**config.mk**
```make
export PLATFORM = sky130hd
export DESIGN_NAME = uart_link
export DESIGN_NICKNAME = d
export VERILOG_FILES = /design/src/hdl/uart_pkg.sv /design/src/hdl/uart_link.sv /design/src/hdl/uart_rx.sv /design/src/hdl/uart_tx.sv
export SDC_FILE = /design/constraint.sdc
export NUM_CORES = 1
export LEC_CHECK = 0
export ABC_AREA = 1
export BUFFER_PORTS_ARGS = -buffer_cell sky130_fd_sc_hd__buf_2
export CORE_MARGIN = 2
export CORE_UTILIZATION = 50
export CTS_CLUSTER_SIZE = 16
export DETAILED_ROUTE_END_ITERATION = 7
export PLACE_DENSITY = 0.73
export SLEW_MARGIN = 20
export SYNTH_ARGS = -nofsm -noshare
export SYNTH_HDL_FRONTEND = slang
export SYNTH_SLANG_ARGS = --single-unit
```
**constraint.sdc**
```tcl
create_clock -name clk -period 1.73 [get_ports clk]
set_input_delay 0.346 -clock clk [delete_from_list [all_inputs] [get_ports clk]]
set_output_delay 0.346 -clock clk [all_outputs]
set_load 0.1 [all_outputs]
```
**src/hdl/uart_pkg.sv**
```systemverilog
/*
  Shared constants of the serial link.
  Baud divisor, half-bit offset, frame and data widths, and counter widths.
*/

package uart_pkg;

  ////////////////////////////////////////////////////////////////////////////
  // Counter and data widths.
  ////////////////////////////////////////////////////////////////////////////
  localparam int baud_cnt_w = 12;  // Wide enough to hold one full bit period.
  localparam int bit_cnt_w  = 4;   // Wide enough to count every bit of a frame.
  localparam int data_w     = 8;   // Data bits carried by one frame.

  ////////////////////////////////////////////////////////////////////////////
  // Bit timing.
  ////////////////////////////////////////////////////////////////////////////
  // 2604 clocks per bit gives 19200 baud from a 50 MHz clock.
  localparam logic [baud_cnt_w-1:0] baud_div = 12'd2604;

  // Offset from a start edge to the middle of the start bit.
  localparam logic [baud_cnt_w-1:0] half_baud = baud_div >> 1;

  ////////////////////////////////////////////////////////////////////////////
  // Frame layout.
  ////////////////////////////////////////////////////////////////////////////
  // Start bit, data_w data bits and one stop bit.
  localparam logic [bit_cnt_w-1:0] frame_bits = 4'd10;

endpackage
```
**src/hdl/uart_link.sv**
```systemverilog
/*
  Top level of the serial link.
  Holds the transmit stage and the receive stage side by side.
  The serial output and input are separate ports for loopback or direct drive.
*/
`timescale 1ns/1ps

module uart_link (
  input  logic                        clk,        // System clock.
  input  logic                        rst_n,      // Asynchronous reset, active low.
  input  logic                        trmt,       // Start a transmit frame.
  input  logic [uart_pkg::data_w-1:0] tx_data,    // Byte to send.
  output logic                        tx_done,    // Transmit frame finished.
  output logic                        tx_line,    // Serial output of the transmitter.
  input  logic                        rx_line,    // Serial input of the receiver.
  input  logic                        clr_rdy,    // Clear the ready flag.
  output logic [uart_pkg::data_w-1:0] rx_data,    // Byte received.
  output logic                        rdy,        // Received byte is waiting.
  output logic                        frame_err   // Stop bit of the last frame was low.
);

  ////////////////////////////////////////////////////////////////////////////
  // Transmit stage.
  ////////////////////////////////////////////////////////////////////////////
  uart_tx i_uart_tx (
    .clk     (clk),
    .rst_n   (rst_n),
    .trmt    (trmt),
    .tx_data (tx_data),
    .tx_done (tx_done),
    .tx_line (tx_line)
  );

  ////////////////////////////////////////////////////////////////////////////
  // Receive stage.
  ////////////////////////////////////////////////////////////////////////////
  uart_rx i_uart_rx (
    .clk       (clk),
    .rst_n     (rst_n),
    .rx_line   (rx_line),
    .clr_rdy   (clr_rdy),
    .rx_data   (rx_data),
    .rdy       (rdy),
    .frame_err (frame_err)
  );

endmodule

```
**src/hdl/uart_rx.sv**
```systemverilog
/*
  Receive stage of the serial link.
  Synchronizes the serial line, detects a start edge and checks it at mid-bit.
  Samples the data and stop bits at their middles and rebuilds the byte.
  Holds the ready flag and the framing error flag.
*/
`timescale 1ns/1ps

module uart_rx (
  input  logic                        clk,        // System clock.
  input  logic                        rst_n,      // Asynchronous reset, active low.
  input  logic                        rx_line,    // Serial input, asynchronous to clk.
  input  logic                        clr_rdy,    // Pulse to clear rdy once rx_data is taken.
  output logic [uart_pkg::data_w-1:0] rx_data,    // Last byte received.
  output logic                        rdy,        // A new byte waits in rx_data.
  output logic                        frame_err   // The last stop bit read as 0.
);

  ////////////////////////////////////////////////////////////////////////////
  // Local constants and types.
  ////////////////////////////////////////////////////////////////////////////
  // Bit count at which the stop bit is sampled, after all data bits.
  localparam logic [uart_pkg::bit_cnt_w-1:0] stop_idx = uart_pkg::frame_bits - 4'd2;

  typedef enum logic [1:0] {
    idle,       // Waiting for a falling edge on the line.
    start_chk,  // Waiting for the middle of the start bit.
    rcv         // Sampling data bits and the stop bit.
  } state_t;

  ////////////////////////////////////////////////////////////////////////////
  // Internal signals.
  ////////////////////////////////////////////////////////////////////////////
  state_t                          state;        // Current FSM state.
  state_t                          next_state;   // FSM state for the next cycle.
  logic                            rx_ff1;       // First synchronizer stage.
  logic                            rx_sync;      // Second stage, safe to use.
  logic                            rx_prev;      // rx_sync one cycle back.
  logic                            start_edge;   // High for one cycle on a falling line.
  logic [uart_pkg::baud_cnt_w-1:0] baud_cnt;     // Counts down to the next sample point.
  logic                            baud_tick;    // Sample point reached.
  logic [uart_pkg::bit_cnt_w-1:0]  bit_cnt;      // Data bits sampled so far.
  logic [uart_pkg::data_w-1:0]     rx_shft;      // Data bits collected LSB first.
  logic                            load_half;    // Start edge seen, time half a bit.
  logic                            start_ok;     // Start bit still low at mid-bit.
  logic                            data_sample;  // Take one data bit.
  logic                            stop_sample;  // Take the stop bit and finish the frame.

  ////////////////////////////////////////////////////////////////////////////
  // Synchronizer and edge detection.
  ////////////////////////////////////////////////////////////////////////////
  always_ff @(posedge clk, negedge rst_n) begin
    if (!rst_n) begin
      rx_ff1  <= 1'b1;                                       // Line is assumed idle high.
      rx_sync <= 1'b1;
      rx_prev <= 1'b1;
    end else begin
      rx_ff1  <= rx_line;
      rx_sync <= rx_ff1;
      rx_prev <= rx_sync;
    end
  end

  assign start_edge = rx_prev & ~rx_sync;                    // High to low on the line.

  ////////////////////////////////////////////////////////////////////////////
  // Sample timing.
  ////////////////////////////////////////////////////////////////////////////
  always_ff @(posedge clk, negedge rst_n) begin
    if (!rst_n) begin
      baud_cnt <= '0;
    end else if (load_half) begin
      baud_cnt <= uart_pkg::half_baud;                       // Aim at the middle of the start bit.
    end else if (start_ok || data_sample) begin
      baud_cnt <= uart_pkg::baud_div;                        // One full bit to the next middle.
    end else if (state != idle) begin
      baud_cnt <= baud_cnt - 1'b1;
    end
  end

  // Terminal count of one, so a preload of N spans exactly N cycles.
  assign baud_tick = (baud_cnt == 1);

  always_ff @(posedge clk, negedge rst_n) begin
    if (!rst_n) begin
      bit_cnt <= '0;
    end else if (start_ok) begin
      bit_cnt <= '0;                                         // Frame accepted, count from zero.
    end else if (data_sample) begin
      bit_cnt <= bit_cnt + 1'b1;
    end
  end

  ////////////////////////////////////////////////////////////////////////////
  // Data path.
  ////////////////////////////////////////////////////////////////////////////
  always_ff @(posedge clk, negedge rst_n) begin
    if (!rst_n) begin
      rx_shft <= '0;
    end else if (data_sample) begin
      rx_shft <= {rx_sync, rx_shft[uart_pkg::data_w-1:1]};  // New bit enters at the top.
    end
  end

  always_ff @(posedge clk, negedge rst_n) begin
    if (!rst_n) begin
      rx_data <= '0;
    end else if (stop_sample) begin
      rx_data <= rx_shft;                                    // Overwrites any unread byte.
    end
  end

  ////////////////////////////////////////////////////////////////////////////
  // Status flags.
  ////////////////////////////////////////////////////////////////////////////
  always_ff @(posedge clk, negedge rst_n) begin
    if (!rst_n) begin
      rdy <= 1'b0;
    end else if (stop_sample) begin
      rdy <= 1'b1;                                           // Setting wins over a clear.
    end else if (clr_rdy || start_ok) begin
      rdy <= 1'b0;
    end
  end

  always_ff @(posedge clk, negedge rst_n) begin
    if (!rst_n) begin
      frame_err <= 1'b0;
    end else if (stop_sample) begin
      frame_err <= ~rx_sync;                                 // A low stop bit is a framing error.
    end
  end

  ////////////////////////////////////////////////////////////////////////////
  // FSM.
  ////////////////////////////////////////////////////////////////////////////
  always_ff @(posedge clk, negedge rst_n) begin
    if (!rst_n) begin
      state <= idle;
    end else begin
      state <= next_state;
    end
  end

  always_comb begin
    next_state  = state;
    load_half   = 1'b0;
    start_ok    = 1'b0;
    data_sample = 1'b0;
    stop_sample = 1'b0;

    case (state)
      start_chk: begin
        if (baud_tick) begin
          if (rx_sync) begin
            next_state = idle;                               // Line went back high, a glitch.
          end else begin
            start_ok   = 1'b1;
            next_state = rcv;
          end
        end
      end

      rcv: begin
        if (baud_tick) begin
          if (bit_cnt == stop_idx) begin
            stop_sample = 1'b1;                              // All data bits are in.
            next_state  = idle;
          end else begin
            data_sample = 1'b1;
          end
        end
      end

      default: begin
        if (start_edge) begin
          load_half  = 1'b1;                                 // Possible start bit.
          next_state = start_chk;
        end
      end
    endcase
  end

endmodule

```
**src/hdl/uart_tx.sv**
```systemverilog
/*
  Transmit stage of the serial link.
  Serializes one byte into a start bit, eight data bits sent LSB first and a stop bit.
  A two-state FSM, a baud counter and a bit counter time the frame.
  The done flag holds from the end of a frame until the next accepted strobe.
*/
`timescale 1ns/1ps

module uart_tx (
  input  logic                        clk,      // System clock.
  input  logic                        rst_n,    // Asynchronous reset, active low.
  input  logic                        trmt,     // One-cycle strobe that starts a frame.
  input  logic [uart_pkg::data_w-1:0] tx_data,  // Byte taken in the cycle trmt is honored.
  output logic                        tx_done,  // High from the end of a frame to the next trmt.
  output logic                        tx_line   // Serial output, high while idle.
);

  ////////////////////////////////////////////////////////////////////////////
  // Local constants and types.
  ////////////////////////////////////////////////////////////////////////////
  // Last count of a bit period, so each bit holds exactly baud_div cycles.
  localparam logic [uart_pkg::baud_cnt_w-1:0] baud_last = uart_pkg::baud_div - 1'b1;

  typedef enum logic {
    idle,  // Line held high, waiting for trmt.
    trm    // Frame in progress.
  } state_t;

  ////////////////////////////////////////////////////////////////////////////
  // Internal signals.
  ////////////////////////////////////////////////////////////////////////////
  state_t                          state;         // Current FSM state.
  state_t                          next_state;    // FSM state for the next cycle.
  logic [uart_pkg::data_w:0]       tx_shft;       // Data byte with the start bit below it.
  logic [uart_pkg::baud_cnt_w-1:0] baud_cnt;      // Clocks spent on the current bit.
  logic [uart_pkg::bit_cnt_w-1:0]  bit_cnt;       // Bits already sent in this frame.
  logic                            init;          // Loads the shift register and starts a frame.
  logic                            shift;         // Moves the next bit onto the line.
  logic                            transmitting;  // Baud counter runs while this is high.
  logic                            set_done;      // Frame has ended, set tx_done.

  ////////////////////////////////////////////////////////////////////////////
  // Shift register and line output.
  ////////////////////////////////////////////////////////////////////////////
  always_ff @(posedge clk, negedge rst_n) begin
    if (!rst_n) begin
      tx_shft <= '1;                                         // All ones keeps the line idle.
    end else if (init) begin
      tx_shft <= {tx_data, 1'b0};                            // Start bit goes out first.
    end else if (shift) begin
      tx_shft <= {1'b1, tx_shft[uart_pkg::data_w:1]};       // Ones fill in and form the stop bit.
    end
  end

  assign tx_line = tx_shft[0];                               // The LSB is always on the line.

  ////////////////////////////////////////////////////////////////////////////
  // Bit timing.
  ////////////////////////////////////////////////////////////////////////////
  always_ff @(posedge clk, negedge rst_n) begin
    if (!rst_n) begin
      baud_cnt <= '0;
    end else if (init || shift) begin
      baud_cnt <= '0;                                        // A new bit period begins.
    end else if (transmitting) begin
      baud_cnt <= baud_cnt + 1'b1;
    end
  end

  assign shift = transmitting && (baud_cnt == baud_last);   // End of the current bit.

  always_ff @(posedge clk, negedge rst_n) begin
    if (!rst_n) begin
      bit_cnt <= '0;
    end else if (init) begin
      bit_cnt <= '0;                                         // Fresh count for each frame.
    end else if (shift) begin
      bit_cnt <= bit_cnt + 1'b1;                             // One more bit has left the line.
    end
  end

  ////////////////////////////////////////////////////////////////////////////
  // Done flag.
  ////////////////////////////////////////////////////////////////////////////
  always_ff @(posedge clk, negedge rst_n) begin
    if (!rst_n) begin
      tx_done <= 1'b0;
    end else if (init) begin
      tx_done <= 1'b0;                                       // Falls on the edge that takes trmt.
    end else if (set_done) begin
      tx_done <= 1'b1;                                       // Stop bit has been held in full.
    end
  end

  ////////////////////////////////////////////////////////////////////////////
  // FSM.
  ////////////////////////////////////////////////////////////////////////////
  always_ff @(posedge clk, negedge rst_n) begin
    if (!rst_n) begin
      state <= idle;
    end else begin
      state <= next_state;
    end
  end

  always_comb begin
    next_state   = state;                                    // Stay put unless told otherwise.
    init         = 1'b0;
    transmitting = 1'b0;
    set_done     = 1'b0;

    case (state)
      trm: begin
        if (bit_cnt == uart_pkg::frame_bits) begin
          set_done   = 1'b1;                                 // All ten bits are out.
          next_state = idle;
        end else begin
          transmitting = 1'b1;                               // Keep timing the current bit.
        end
      end

      default: begin
        if (trmt) begin
          init       = 1'b1;                                 // Strobe is honored only here.
          next_state = trm;
        end
      end
    endcase
  end

endmodule

```
==> flow_summary.toml <==
[layout]
multi_input_comb_area_um2 = 1590
mostFrequentLayoutCell = "sky130_fd_sc_hd__nand2_1"
antennaDiodeCount = 0
postLayoutCoreUtil_pct = 60.9
most-common-layout-cells = "131 x sky130_fd_sc_hd__nand2_1, 53 x sky130_fd_sc_hd__dfrtp_1, 51 x sky130_fd_sc_hd__inv_1"
fillCellCount = 578
non_filler_cells_final = 573
regArea_um2 = 1670
syn_to_final_growth_pct = 18.9
ratio_of_cells_with_drive_above_1_in_the_final_layout_pct = 21.9
design.final.nets = 511

[placed_design]
place_hpwl_um = 4830
port_buffers = 24
dp_cells = 550
final_wtd_congestion = 0.897

[sta]
setup-tns-final_ns = 0
drv_slew = 0
hold-worst-slack_ns = 0.0958
setup_viol = 0
timing.max_slew.rel_slack_pct = 66.7
hold_viol = 0
grt_setup_unrepaired = "yes"
period_minus_slack_ns = 1.66
worst_clock_skew_ns = 0.00863
timing.fmax_mhz = 601
final_min_period_over_clock_period_pct = 96.2
timing_worst_slew_pin_value_ns = 0.500

[detailed_routing]
route.detailed.drc = 0
detailroute.via_count = 2930
drt-vias-per-instance = 5.11
detail-route-antenna-nets = 0
drt_iter0_drc = 109
wl_um = 6840
routedWlPerCell_um = 11.9
drt_first_pass_iters = 4

[die]
fp.coreArea_um2 = 6760
start_util_pct = 51.2
core.rowCount = 30
die_wd_um = 87.2
design.portCount = 25
die_area_um2 = 7600
fp.dieH_um = 87.2

[global_routing]
initial_antenna_violation_count = 0
vias_in_the_first_global_route = 2669
grt_first_pass_wirelength_um = 11700
grt_overflow_total = 0
grt.total_usage_pct = 19.4
grt_start_max_net_pins = 27

[logic_synthesis]
synth_nets = 463
synthArstFlopShare_pct = 100
synth_cell_type_count = 28
synth-warning-count = 0
synth_flop_cell = "sky130_fd_sc_hd__dfrtp_1"
number_of_flops_mapped_to_enable_cells_by_yosys = 0
netlist_instances = 440
postSynthRegisterBits = 66
mean_instance_size_in_the_synthesized_netlist_um2 = 7.87
ys_seq_area_share_pct = 48.2
syn_area_um2 = 3460

[critical_path]
cp_max_fo = 5
worstSetupStartpoint = "i_uart_rx.baud_cnt[1]$_DFFE_PN0P_"
cp-end-kind = "flop"
reg2reg_to = "i_uart_rx.rx_data[6]$_DFFE_PN0P_"
reg2reg_from = "i_uart_rx.baud_cnt[1]$_DFFE_PN0P_"
setup.reg_to_reg.worst_slack_ns = 0.07
timing.critical_path.from_type = "flop"
cp_data_required_time_ns = 1.96
arrival_ns = 1.90
critical_path_class = "flop to flop"
r2r.worst_path.cells = 11

[clocking]
worstSkewPairLatency_ns = 0.34
clk_path_buf_depth = 2
numCtsBuffers = 9
cts-htree-levels = 3
cts_root_buffer = "sky130_fd_sc_hd__clkbuf_8"
tritoncts_num_sinks = 66
path_clk_slew_ns = 0.08
clock_tree_from_tritoncts = "yes"

[min_path]
worstHoldPathCells = 1
min_from = "rx_line"
kind_of_path_behind_the_tightest_hold_check = "input port to flop"
worstHoldEndpoint = "i_uart_rx.rx_ff1$_DFF_PN1_"

[power]
ir_drop_mv = 0.987
power_per_cell_area_nw_per_um2 = 1370
leakage_nw = 2.02

[run]
cap_violations = 0

[run_status]
outcome = "complete, no violations"
sequential cells by signal (all words and copies together), names as in the netlist:
signal               flops
i_uart_rx.rx_prev        1
i_uart_rx.rdy            1
i_uart_tx.state          1
i_uart_rx.rx_shft        8
i_uart_rx.bit_cnt        4
i_uart_rx.state          2
i_uart_rx.frame_err      1
i_uart_tx.tx_done        1
i_uart_tx.baud_cnt      12
i_uart_rx.rx_data        8
i_uart_rx.baud_cnt      12
i_uart_rx.rx_sync        1
i_uart_tx.bit_cnt        4
i_uart_rx.rx_ff1         1
i_uart_tx.tx_shft        9
metal layers:
metal	share of wire [%]	global-route usage [%]	vias up
li1	-	-	1486
met1	49	26.3	1386
met2	46	30.9	51
met3	3.8	4.83	7
met4	0.85	6.01	0
met5	0	0	-
through the flow:
step / instance area, µm² / setup WS (ns) / total power, mW
2_1_floorplan: 3460 / 0.158 / 3.61
3_3_place_gp: 3770 / 0.151 / 4.07
3_5_place_dp: 3770 / 0.0787 / 4.13
4_1_cts: 4000 / 0.0631 / 5.61
5_1_grt: 4120 / -0.0414 / 6.06
6_report: 4120 / 0.0660 / 5.63
cell usage after synthesis, types with 4 or more instances:
| cell type | n | area [µm²] |
|---|---|---|
| sky130_fd_sc_hd__nand2_1 | 139 | 522 |
| sky130_fd_sc_hd__dfrtp_1 | 54 | 1350 |
| sky130_fd_sc_hd__inv_1 | 54 | 203 |
| sky130_fd_sc_hd__nor2_1 | 41 | 154 |
| sky130_fd_sc_hd__nand3_1 | 35 | 175 |
| sky130_fd_sc_hd__o21ai_0 | 26 | 130 |
| sky130_fd_sc_hd__dfstp_2 | 12 | 315 |
| sky130_fd_sc_hd__ha_1 | 10 | 125 |
| sky130_fd_sc_hd__nor3_1 | 10 | 50.1 |
| sky130_fd_sc_hd__a21oi_1 | 9 | 45.0 |
| sky130_fd_sc_hd__o21ai_2 | 8 | 70.1 |
| sky130_fd_sc_hd__xor2_1 | 8 | 70.1 |
| sky130_fd_sc_hd__buf_2 | 4 | 20.0 |
| sky130_fd_sc_hd__nand4_1 | 4 | 25.0 |
power by group:
part,switching [mW],internal (mW)
registers,0.285,1.94
clock network,0.647,0.824
logic,1.24,0.697
layout make-up:
type | count | share of cell area, %
repair inverters | 2 | 0.304
clock inverters | 7 | 2.46
repair buffers | 42 | 7.36
inverters | 56 | 5.23
clock buffers | 9 | 3.01
well taps | 80 | 2.43
flip-flops and latches | 66 | 40.5
multi-input cells | 311 | 38.7
critical path, cell delays in order, from the launching register on:
cell	delay (ns)
sky130_fd_sc_hd__dfrtp_1	0.38
sky130_fd_sc_hd__inv_2	0.07
sky130_fd_sc_hd__ha_4	0.14
sky130_fd_sc_hd__inv_2	0.03
sky130_fd_sc_hd__nor2_2	0.10
sky130_fd_sc_hd__nand3_2	0.09
sky130_fd_sc_hd__nor2_4	0.14
sky130_fd_sc_hd__nand2_2	0.08
sky130_fd_sc_hd__nor2_4	0.23
sky130_fd_sc_hd__clkinv_4	0.15
sky130_fd_sc_hd__nand2_2	0.08
sky130_fd_sc_hd__o21ai_2	0.05
worst max path at each step:
stage | to | slack, ns | cells after the start
2_1_floorplan | i_uart_rx.rx_data[0]$_DFFE_PN0P_ | 0.16 | 12
6_report | i_uart_rx.rx_data[6]$_DFFE_PN0P_ | 0.07 | 11
3_5_place_dp | i_uart_rx.rx_shft[5]$_DFFE_PN0P_ | 0.08 | 9
3_3_place_gp | i_uart_rx.baud_cnt[2]$_DFFE_PN0P_ | 0.15 | 10
5_1_grt | i_uart_rx.rx_data[7]$_DFFE_PN0P_ | -0.04 | 12
4_1_cts | i_uart_rx.rx_data[4]$_DFFE_PN0P_ | 0.06 | 11
repair_timing:
item	CTS	global route
buffers inserted	0	4
setup endpoints to repair	0	32
hold endpoints to repair	14	0
resized for setup	0	30
hold buffers	1	0
cells by family after synthesis:
group	Yosys count	share of synthesized area, %
AOI/OAI and AO/OA	47	7.85
and+or+nand+nor	244	30.3
buffers and inverters	63	7.52
DFF	66	48.2
adders and majority gates	10	3.62
xor gates and xnor gates	10	2.53
Power figures use the tool's default switching activity.
